## src/fpu_pkg.sv

```systemverilog
// fpu package: operation codes, sequencer states and single-precision field constants
package fpu_pkg;

  // ========================================
  // widths and format fields
  // ========================================
  localparam int FLEN = 32;
  localparam int XLEN = 32;

  localparam int EXP_W    = 8;
  localparam int MAN_W    = 23;
  localparam int EXP_BIAS = 127;

  // biased exponent of an integer with bit 31 set
  localparam int CVT_EXP_TOP = EXP_BIAS + XLEN - 1;

  // normalization shift counter, up to 31 steps
  localparam int CNT_W = 5;

  localparam logic [FLEN-1:0] CANON_NAN = 32'h7FC0_0000;

  // compare select in funct3
  localparam logic [2:0] FUNCT3_FEQ = 3'd2;
  localparam logic [2:0] FUNCT3_FLT = 3'd1;
  localparam logic [2:0] FUNCT3_FLE = 3'd0;

  // ========================================
  // operation and state types
  // ========================================
  // same codes as the core's control decoder
  typedef enum logic [4:0] {
    FP_SGNJ  = 5'd5,
    FP_SGNJN = 5'd6,
    FP_SGNJX = 5'd7,
    FP_MIN   = 5'd8,
    FP_MAX   = 5'd9,
    FP_CVT   = 5'd10,
    FP_CMP   = 5'd11,
    FP_CLASS = 5'd12,
    FP_MV_XW = 5'd17,
    FP_MV_WX = 5'd18
  } fp_op_e;

  typedef enum logic [1:0] {
    CVT_IDLE      = 2'd0,
    CVT_NORMALIZE = 2'd1,
    CVT_ROUND     = 2'd2,
    CVT_FINISH    = 2'd3
  } cvt_state_e;

endpackage

```

## src/norm_counter.sv

```systemverilog
// normalization step counter, flags the last possible shift
`timescale 1ns/1ps

module norm_counter (
  input  logic                      clk,
  input  logic                      rst,
  input  logic                      clear,
  input  logic                      step,
  output logic [fpu_pkg::CNT_W-1:0] count,
  output logic                      count_last
);
  import fpu_pkg::*;

  always_ff @(posedge clk) begin
    if (rst) begin
      count <= '0;
    end else if (clear) begin
      count <= '0;
    end else if (step) begin
      count <= count + CNT_W'(1);
    end
  end

  // 31 shifts without a leading one, so the operand was zero
  assign count_last = (count == {CNT_W{1'b1}});

endmodule

```

## src/cvt_sequencer.sv

```systemverilog
// int-to-float sequencer FSM: load, normalize, round, then a one-cycle done
`timescale 1ns/1ps

module cvt_sequencer (
  input  logic            clk,
  input  logic            rst,
  input  logic            start,
  input  fpu_pkg::fp_op_e op,
  input  logic            msb_set,
  input  logic            count_last,
  output logic            load,
  output logic            shift,
  output logic            round,
  output logic            clear,
  output logic            step,
  output logic            busy,
  output logic            cvt_done
);
  import fpu_pkg::*;

  cvt_state_e state;
  cvt_state_e state_next;
  logic       accept;

  // a start is only taken from idle, others are dropped
  assign accept = start && (op == FP_CVT) && (state == CVT_IDLE);

  always_ff @(posedge clk) begin
    if (rst) begin
      state <= CVT_IDLE;
    end else begin
      state <= state_next;
    end
  end

  always_comb begin
    state_next = state;
    case (state)
      CVT_IDLE: begin
        if (accept) begin
          state_next = CVT_NORMALIZE;
        end
      end
      // leading one found, or 31 steps with nothing there
      CVT_NORMALIZE: begin
        if (msb_set || count_last) begin
          state_next = CVT_ROUND;
        end
      end
      CVT_ROUND: begin
        state_next = CVT_FINISH;
      end
      default: begin
        state_next = CVT_IDLE;
      end
    endcase
  end

  assign load  = accept;
  assign clear = accept;

  // no shift once the top bit is in place
  assign shift = (state == CVT_NORMALIZE) && !msb_set && !count_last;
  assign step  = shift;

  assign round    = (state == CVT_ROUND);
  assign cvt_done = (state == CVT_FINISH);
  assign busy     = (state == CVT_NORMALIZE) || (state == CVT_ROUND);

endmodule

```

## src/int_to_float.sv

```systemverilog
// int-to-float datapath: magnitude shift, RNE rounding and packing
`timescale 1ns/1ps

module int_to_float (
  input  logic                      clk,
  input  logic                      rst,
  input  logic                      cvt_unsigned,
  input  logic [fpu_pkg::XLEN-1:0]  int_operand,
  input  logic                      load,
  input  logic                      shift,
  input  logic                      round,
  input  logic [fpu_pkg::CNT_W-1:0] count,
  output logic                      msb_set,
  output logic [fpu_pkg::FLEN-1:0]  cvt_result,
  output logic                      cvt_nx
);
  import fpu_pkg::*;

  logic             in_neg;
  logic             sign_q;
  logic [XLEN-1:0]  mag_q;

  logic             guard;
  logic             sticky;
  logic             round_up;
  logic [MAN_W+1:0] sum;
  logic [EXP_W-1:0] exp_val;
  logic [MAN_W-1:0] man_val;
  logic             is_zero;

  assign in_neg = !cvt_unsigned && int_operand[XLEN-1];

  // ========================================
  // magnitude register
  // ========================================
  // -2^31 negates to itself, which reads correctly as unsigned
  always_ff @(posedge clk) begin
    if (load) begin
      sign_q <= in_neg;
      mag_q  <= in_neg ? -int_operand : int_operand;
    end else if (shift) begin
      mag_q <= mag_q << 1;
    end
  end

  assign msb_set = mag_q[XLEN-1];
  assign is_zero = (mag_q == '0);

  // ========================================
  // round to nearest even
  // ========================================
  // hidden bit plus 23 kept, then guard, then sticky over the rest
  assign guard    = mag_q[XLEN-MAN_W-2];
  assign sticky   = |mag_q[XLEN-MAN_W-3:0];
  assign round_up = guard && (sticky || mag_q[XLEN-MAN_W-1]);

  assign sum = {1'b0, mag_q[XLEN-1 -: MAN_W+1]} + (MAN_W+2)'(round_up);

  // carry out of the significand bumps the exponent
  assign exp_val = EXP_W'(CVT_EXP_TOP) - EXP_W'(count) + EXP_W'(sum[MAN_W+1]);

  // a carry leaves the stored fraction all zero
  assign man_val = sum[MAN_W-1:0];

  always_ff @(posedge clk) begin
    if (rst) begin
      cvt_result <= '0;
      cvt_nx     <= 1'b0;
    end else if (round) begin
      cvt_result <= is_zero ? '0 : {sign_q, exp_val, man_val};
      cvt_nx     <= |mag_q[XLEN-MAN_W-2:0];
    end
  end

endmodule

```

## src/fp_compare.sv

```systemverilog
// compare and classify unit: FEQ/FLT/FLE, FMIN/FMAX and FCLASS
`timescale 1ns/1ps

module fp_compare (
  input  logic [fpu_pkg::FLEN-1:0] operand_a,
  input  logic [fpu_pkg::FLEN-1:0] operand_b,
  input  fpu_pkg::fp_op_e          op,
  input  logic [2:0]               funct3,
  output logic [fpu_pkg::XLEN-1:0] cmp_result,
  output logic [fpu_pkg::XLEN-1:0] class_result,
  output logic [fpu_pkg::FLEN-1:0] minmax_result,
  output logic                     cmp_nv
);
  import fpu_pkg::*;

  // {nan, snan, zero, subnormal, inf}
  function automatic logic [4:0] classify(input logic [FLEN-1:0] x);
    logic exp_ones;
    logic exp_zero;
    logic man_zero;
    exp_ones = &x[FLEN-2 -: EXP_W];
    exp_zero = ~|x[FLEN-2 -: EXP_W];
    man_zero = ~|x[MAN_W-1:0];
    return {exp_ones && !man_zero,
            exp_ones && !man_zero && !x[MAN_W-1],
            exp_zero && man_zero,
            exp_zero && !man_zero,
            exp_ones && man_zero};
  endfunction

  logic a_nan, a_snan, a_zero, a_sub, a_inf, a_norm;
  logic b_nan, b_snan, b_zero;
  logic [4:0] b_class;
  logic a_sign, b_sign;
  logic any_nan, any_snan;
  logic lt_total, lt, eq;
  logic [9:0] class_mask;

  assign {a_nan, a_snan, a_zero, a_sub, a_inf} = classify(operand_a);

  assign b_class = classify(operand_b);
  assign b_nan   = b_class[4];
  assign b_snan  = b_class[3];
  assign b_zero  = b_class[2];

  assign a_sign   = operand_a[FLEN-1];
  assign b_sign   = operand_b[FLEN-1];
  assign a_norm   = !(a_nan || a_zero || a_sub || a_inf);
  assign any_nan  = a_nan || b_nan;
  assign any_snan = a_snan || b_snan;

  // ========================================
  // ordering
  // ========================================
  // sign-magnitude order, -0 below +0
  always_comb begin
    if (a_sign != b_sign) begin
      lt_total = a_sign;
    end else if (a_sign) begin
      lt_total = operand_a[FLEN-2:0] > operand_b[FLEN-2:0];
    end else begin
      lt_total = operand_a[FLEN-2:0] < operand_b[FLEN-2:0];
    end
  end

  // IEEE view, both zeros compare equal
  assign lt = !(a_zero && b_zero) && lt_total;
  assign eq = (a_zero && b_zero) || (operand_a == operand_b);

  always_comb begin
    cmp_result = '0;
    case (funct3)
      FUNCT3_FEQ: cmp_result[0] = !any_nan && eq;
      FUNCT3_FLT: cmp_result[0] = !any_nan && lt;
      FUNCT3_FLE: cmp_result[0] = !any_nan && (lt || eq);
      default:    cmp_result[0] = 1'b0;
    endcase
  end

  // a NaN operand loses to a number
  always_comb begin
    if (a_nan && b_nan) begin
      minmax_result = CANON_NAN;
    end else if (a_nan) begin
      minmax_result = operand_b;
    end else if (b_nan) begin
      minmax_result = operand_a;
    end else if (op == FP_MAX) begin
      minmax_result = lt_total ? operand_b : operand_a;
    end else begin
      minmax_result = lt_total ? operand_a : operand_b;
    end
  end

  always_comb begin
    case (op)
      FP_MIN, FP_MAX: cmp_nv = any_snan;
      FP_CMP:         cmp_nv = (funct3 == FUNCT3_FEQ) ? any_snan : any_nan;
      default:        cmp_nv = 1'b0;
    endcase
  end

  // ========================================
  // fclass mask of operand_a
  // ========================================
  assign class_mask = {a_nan && !a_snan,
                       a_snan,
                       !a_sign && a_inf,
                       !a_sign && a_norm,
                       !a_sign && a_sub,
                       !a_sign && a_zero,
                       a_sign && a_zero,
                       a_sign && a_sub,
                       a_sign && a_norm,
                       a_sign && a_inf};

  assign class_result = {{(XLEN-10){1'b0}}, class_mask};

endmodule

```

## src/fp_result_select.sv

```systemverilog
// result selector: sign injection, bit moves, result and flag mux, done
`timescale 1ns/1ps

module fp_result_select (
  input  fpu_pkg::fp_op_e          op,
  input  logic                     start,
  input  logic [fpu_pkg::FLEN-1:0] operand_a,
  input  logic [fpu_pkg::FLEN-1:0] operand_b,
  input  logic [fpu_pkg::XLEN-1:0] int_operand,
  input  logic [fpu_pkg::XLEN-1:0] cmp_result,
  input  logic [fpu_pkg::XLEN-1:0] class_result,
  input  logic [fpu_pkg::FLEN-1:0] minmax_result,
  input  logic                     cmp_nv,
  input  logic [fpu_pkg::FLEN-1:0] cvt_result,
  input  logic                     cvt_nx,
  input  logic                     cvt_done,
  output logic                     done,
  output logic [fpu_pkg::FLEN-1:0] fp_result,
  output logic [fpu_pkg::XLEN-1:0] int_result,
  output logic                     flag_nv,
  output logic                     flag_nx
);
  import fpu_pkg::*;

  logic single_cycle;

  always_comb begin
    case (op)
      FP_SGNJ, FP_SGNJN, FP_SGNJX,
      FP_MIN, FP_MAX, FP_CMP, FP_CLASS,
      FP_MV_XW, FP_MV_WX: single_cycle = 1'b1;
      default:            single_cycle = 1'b0;
    endcase
  end

  // combinational ops finish in their start cycle
  assign done = cvt_done || (start && single_cycle);

  always_comb begin
    fp_result  = '0;
    int_result = '0;
    flag_nv    = 1'b0;
    flag_nx    = 1'b0;
    case (op)
      // sign from operand_b, the rest from operand_a
      FP_SGNJ:  fp_result = {operand_b[FLEN-1], operand_a[FLEN-2:0]};
      FP_SGNJN: fp_result = {~operand_b[FLEN-1], operand_a[FLEN-2:0]};
      FP_SGNJX: fp_result = {operand_a[FLEN-1] ^ operand_b[FLEN-1], operand_a[FLEN-2:0]};
      FP_MIN, FP_MAX: begin
        fp_result = minmax_result;
        flag_nv   = cmp_nv;
      end
      FP_CMP: begin
        int_result = cmp_result;
        flag_nv    = cmp_nv;
      end
      FP_CLASS: int_result = class_result;
      FP_CVT: begin
        fp_result = cvt_result;
        flag_nx   = cvt_nx;
      end
      // raw bit moves between register files
      FP_MV_XW: int_result = operand_a;
      FP_MV_WX: fp_result  = int_operand;
      default: begin
        fp_result  = '0;
        int_result = '0;
      end
    endcase
  end

endmodule

```

## src/fpu_top.sv

```systemverilog
// fpu top level: conversion sequencer, counter, datapaths and result selection
`timescale 1ns/1ps

module fpu_top (
  input  logic                      clk,
  input  logic                      rst,
  input  logic                      start,
  input  fpu_pkg::fp_op_e           op,
  input  logic [2:0]                funct3,
  input  logic                      cvt_unsigned,
  input  logic [fpu_pkg::FLEN-1:0]  operand_a,
  input  logic [fpu_pkg::FLEN-1:0]  operand_b,
  input  logic [fpu_pkg::XLEN-1:0]  int_operand,
  output logic                      busy,
  output logic                      done,
  output logic [fpu_pkg::FLEN-1:0]  fp_result,
  output logic [fpu_pkg::XLEN-1:0]  int_result,
  output logic                      flag_nv,
  output logic                      flag_nx
);
  import fpu_pkg::*;

  // sequencer strobes
  logic             load;
  logic             shift;
  logic             round;
  logic             clear;
  logic             step;
  logic             cvt_done;

  // status back to the sequencer
  logic             msb_set;
  logic             count_last;
  logic [CNT_W-1:0] count;

  // unit results
  logic [FLEN-1:0]  cvt_result;
  logic             cvt_nx;
  logic [XLEN-1:0]  cmp_result;
  logic [XLEN-1:0]  class_result;
  logic [FLEN-1:0]  minmax_result;
  logic             cmp_nv;

  cvt_sequencer u_cvt_sequencer (
    .clk        (clk),
    .rst        (rst),
    .start      (start),
    .op         (op),
    .msb_set    (msb_set),
    .count_last (count_last),
    .load       (load),
    .shift      (shift),
    .round      (round),
    .clear      (clear),
    .step       (step),
    .busy       (busy),
    .cvt_done   (cvt_done)
  );

  norm_counter u_norm_counter (
    .clk        (clk),
    .rst        (rst),
    .clear      (clear),
    .step       (step),
    .count      (count),
    .count_last (count_last)
  );

  int_to_float u_int_to_float (
    .clk          (clk),
    .rst          (rst),
    .cvt_unsigned (cvt_unsigned),
    .int_operand  (int_operand),
    .load         (load),
    .shift        (shift),
    .round        (round),
    .count        (count),
    .msb_set      (msb_set),
    .cvt_result   (cvt_result),
    .cvt_nx       (cvt_nx)
  );

  fp_compare u_fp_compare (
    .operand_a     (operand_a),
    .operand_b     (operand_b),
    .op            (op),
    .funct3        (funct3),
    .cmp_result    (cmp_result),
    .class_result  (class_result),
    .minmax_result (minmax_result),
    .cmp_nv        (cmp_nv)
  );

  fp_result_select u_fp_result_select (
    .op            (op),
    .start         (start),
    .operand_a     (operand_a),
    .operand_b     (operand_b),
    .int_operand   (int_operand),
    .cmp_result    (cmp_result),
    .class_result  (class_result),
    .minmax_result (minmax_result),
    .cmp_nv        (cmp_nv),
    .cvt_result    (cvt_result),
    .cvt_nx        (cvt_nx),
    .cvt_done      (cvt_done),
    .done          (done),
    .fp_result     (fp_result),
    .int_result    (int_result),
    .flag_nv       (flag_nv),
    .flag_nx       (flag_nx)
  );

endmodule

```

## config.mk

```make
export PLATFORM = sky130hd
export DESIGN_NAME = fpu_top
export DESIGN_NICKNAME = d
export VERILOG_FILES = /design/src/fpu_pkg.sv /design/src/norm_counter.sv /design/src/cvt_sequencer.sv /design/src/int_to_float.sv /design/src/fp_compare.sv /design/src/fp_result_select.sv /design/src/fpu_top.sv
export SDC_FILE = /design/constraint.sdc
export NUM_CORES = 1
export LEC_CHECK = 0
export BUFFER_PORTS_ARGS = -buffer_cell sky130_fd_sc_hd__buf_4
export CORE_ASPECT_RATIO = 1.75
export CORE_MARGIN = 5
export CORE_UTILIZATION = 34
export DETAILED_ROUTE_END_ITERATION = 12
export SYNTH_ARGS = -nofsm -noshare
export SYNTH_HDL_FRONTEND = slang
export SYNTH_SLANG_ARGS = --single-unit
```

## constraint.sdc

```tcl
create_clock -name clk -period 2.82 [get_ports clk]
set_clock_uncertainty 0.1 [all_clocks]
set_input_delay 0.141 -clock clk [delete_from_list [all_inputs] [get_ports clk]]
set_output_delay 0.141 -clock clk [all_outputs]
set_load 0.01 [all_outputs]
```

==> results.rst <==
.. list-table::
   :header-rows: 1

   * - Metric
     - Value
   * - Sequential fraction of the synthesis area
     - a little over a quarter
   * - Core outline area
     - 19110 um^2
   * - Top FF cell, synth
     - dfxtp_1
   * - Quantity of I/O buffers inserted on ports
     - ~180
   * - Synth area leader
     - edfxtp_1
   * - First-pass GRT wire length
     - 42.37 mm
   * - Number of antenna violations at the first check in global routing
     - 0
   * - Antenna viol nets, final
     - 0
   * - Final Worst Setup Slack
     - -0.2494 ns
   * - DRC violation total after the first TritonRoute iteration
     - between 400 and 500
   * - Area post-placement
     - slightly above 9000 um^2
   * - Net count reported at finish
     - roughly 1300
   * - Insertion delay to the later sink of the worst-skew pair
     - 0.34 ns
   * - Max-cap violation count
     - 0
   * - Diodes inserted
     - 0
   * - Share of the synthesized area in the top cell type
     - between 10% and 20%
   * - Lkg Pwr
     - around 4.4 nW
   * - Path category of the worst min-delay check
     - in2reg
   * - Leading post-synthesis cells by cell area
     - edfxtp_1 15%, dfxtp_1 12%, ha_1 8.9%
   * - Horiz. Die Dim
     - approximately 120 um
   * - Setup repair after global routing missed its margin
     - yes
   * - Last weighted congestion value of the routability-driven placer
     - approximately 0.99
   * - Via-per-instance ratio
     - 5.628
   * - Estimated wirelength of the detail-placed design
     - roughly 23 mm
   * - Die H
     - roughly 200 um
   * - Cell at the root of the clock tree
     - clkbuf_16
   * - Initial Util
     - roughly a third
   * - Count of unique library cells instantiated by Yosys
     - 62
   * - Sink Count
     - 73
   * - CTS tree
     - done
   * - CTS H-tree lvls
     - 3
   * - Remaining routing DRC violations
     - 0
   * - Worst path arrival time
     - about 2.8 ns
   * - Register clock-pin slew on the reported worst setup and hold paths
     - around 0.060 ns
   * - Worst IR drop on VDD
     - ~0.30 mV
   * - Combined area of all synthesized cells
     - ~6600 um^2
   * - GR Overflow Total
     - 0
   * - Number of vias in the routed layout
     - 7705
   * - Yosys warns
     - 0
   * - Critical Path End Type
     - output pin
   * - Ranking of synthesized cells by instance count
     - 74 x nand2_1, 71 x inv_1, 69 x nor2_1
   * - Final slew viol count
     - 0
   * - Number of flip-flops and latches in the synthesized netlist
     - 73
   * - Detailed-router iteration count before antenna repair
     - 7
   * - Layout-stage area growth over the synthesis result
     - 55.63%
   * - Result of the run
     - finished, violations left
   * - Power density cells
     - roughly 380 nW/um^2
   * - Via count of the first global-routing pass
     - 7837
   * - Number of endpoints with negative hold slack in the final report
     - 0
   * - Final Instance Area
     - just over 10000 um^2
   * - Pin count of the biggest net entering global routing
     - 64
   * - Period Utilization, post-route
     - 108.8%
   * - Final period demand of the worst path
     - around 3.1 ns
   * - Maximum clock path buffer count
     - 2
   * - Global-route usage over all layers
     - about a quarter
   * - Routed WL per cell
     - 20.66 um
   * - Max-slew headroom
     - approximately a fifth
   * - Die Footprint
     - around 22000 um^2
   * - TritonCTS Buffers
     - 9
   * - Req. time, crit path
     - around 2.6 ns
   * - Net count after synthesis
     - roughly 990
   * - Count of mapped cells out of synthesis
     - around 840
   * - Transition time of the tightest slew-check pin
     - approximately 1.2 ns
   * - Final setup vio count
     - 31
   * - Fraction of registers with async set or reset after synthesis
     - 0%
   * - Std cell rows
     - between 60 and 70
   * - Mean area per synthesized cell
     - around 8 um^2
   * - Hold bufs inserted after CTS
     - 0
   * - Largest driver fanout on the critical path
     - 8
   * - Kind of start point of the critical path
     - primary input
   * - Classification of the worst setup path
     - in2out
   * - Post-placement setup slack
     - -0.3766 ns
   * - Share of post-route cells with drive strength above 1
     - a little over a third
   * - Post-synth EDFFs
     - 33
   * - Most frequently used cell type in the post-synthesis netlist
     - nand2_1
   * - Violated checks
     - setup timing
   * - I/O Pins
     - between 150 and 200
   * - Top achievable clock speed
     - about 330 MHz
   * - Total Routed Length
     - between 20 and 30 mm
cell usage in the layout (no fill, tap or decap), types with 25 or more instances in the layout:
cell type,Yosys,layout
buf_4,0,263
nor4_1,29,27
o21ai_0,50,42
dfxtp_1,40,40
and3_1,30,28
a222oi_1,31,31
edfxtp_1,33,33
buf_6,3,52
xnor2_1,38,36
nor2_1,69,68
a21oi_1,46,44
inv_1,71,53
nand2_1,74,74
nor3_1,25,25
state kept, by name, indices dropped and copies added, names as in the netlist:
register                   cells
u_cvt_sequencer.state          2
u_int_to_float.cvt_nx          1
u_int_to_float.cvt_result     32
u_int_to_float.mag_q          32
u_int_to_float.sign_q          1
u_norm_counter.count           5
final cells by class:
class | instances | area [um^2]
multi-input combinational | 644 | 4816
tap | 241 | 301.5
clock buffer | 10 | 229.0
inverter | 72 | 277.8
sequential | 73 | 1792
timing repair buffer | 323 | 2738
clock inverter | 6 | 106.4
fill | 1810 | 8853
cells by family after synthesis:
kind of cell / Yosys count / synth area share, %
xor gates and xnor gates: 55 / 7.307
and+or+nand+nor: 315 / 24.50
DFF: 73 / 27.18
muxes: 13 / 1.993
buffers and inverters: 121 / 7.269
AOI/OAI and AO/OA: 213 / 22.83
adders and majority gates: 47 / 8.920
path summary, 6_finish.rpt:
kind / from / endpoint / slack (ns) / cells after the start
setup reg to reg: u_int_to_float.mag_q[8] / u_int_to_float.cvt_result[27] / 0.10 / 13
setup / recovery: operand_b[6] / fp_result[11] / -0.25 / 15
hold / removal: int_operand[0] / u_int_to_float.mag_q[0] / 0.1 / 3
hold reg to reg: u_int_to_float.cvt_result[27] / u_int_to_float.cvt_result[27] / 0.36 / 2
power breakdown:
part / internal, mW / leakage (nW) / switching, mW / total [mW]
Clock: 0.859 / 0.160 / 0.430 / 1.29
Combinational: 0.631 / 3.67 / 0.660 / 1.29
Sequential: 1.24 / 0.622 / 0.0741 / 1.31
Total: 2.73 / 4.45 / 1.16 / 3.89
layer usage:
metal	routed length (um)	vias to the layer above	global-route usage (%)
li1	-	3718	-
met1	10070	3586	25.17
met2	14610	302	44.09
met3	1583	99	3.279
met4	2028	0	16.93
met5	0	-	0
stage by stage:
stage | hold WS [ns] | utilization, % | instances | TNS, ns | total power, mW
after detailed placement | 0.3562 | 47.43 | 1340 | -8.828 | 2.465
final | 0.09632 | 53.68 | 1369 | -5.910 | 3.890
after global routing | 0.1196 | 53.68 | 1369 | -8.604 | 4.071
after floorplan | 0.2642 | - | 837 | 0 | 1.867
after global placement | 0.3489 | 47.43 | 1340 | -7.713 | 2.453
after CTS | 0.08188 | 53.52 | 1369 | -2.695 | 3.888
critical path: stages:
cell	delay, ns
buf_8	0.08
inv_4	0.03
ha_4	0.25
nand4_1	0.18
buf_4	0.20
or4_4	0.54
nor4_4	0.17
o21ai_2	0.10
o311ai_4	0.11
nor2b_4	0.10
buf_6	0.13
nor2b_4	0.13
buf_12	0.19
a221o_1	0.33
buf_6	0.14
repair_timing:
action,in CTS,in global routing
endpoints found under the setup margin,33,35
cloned,4,0
buffers inserted,9,0
hold endpoints to repair,0,0
resized for setup,139,5
pin swaps,57,9
No activity file was read; power rests on OpenSTA's default activity.
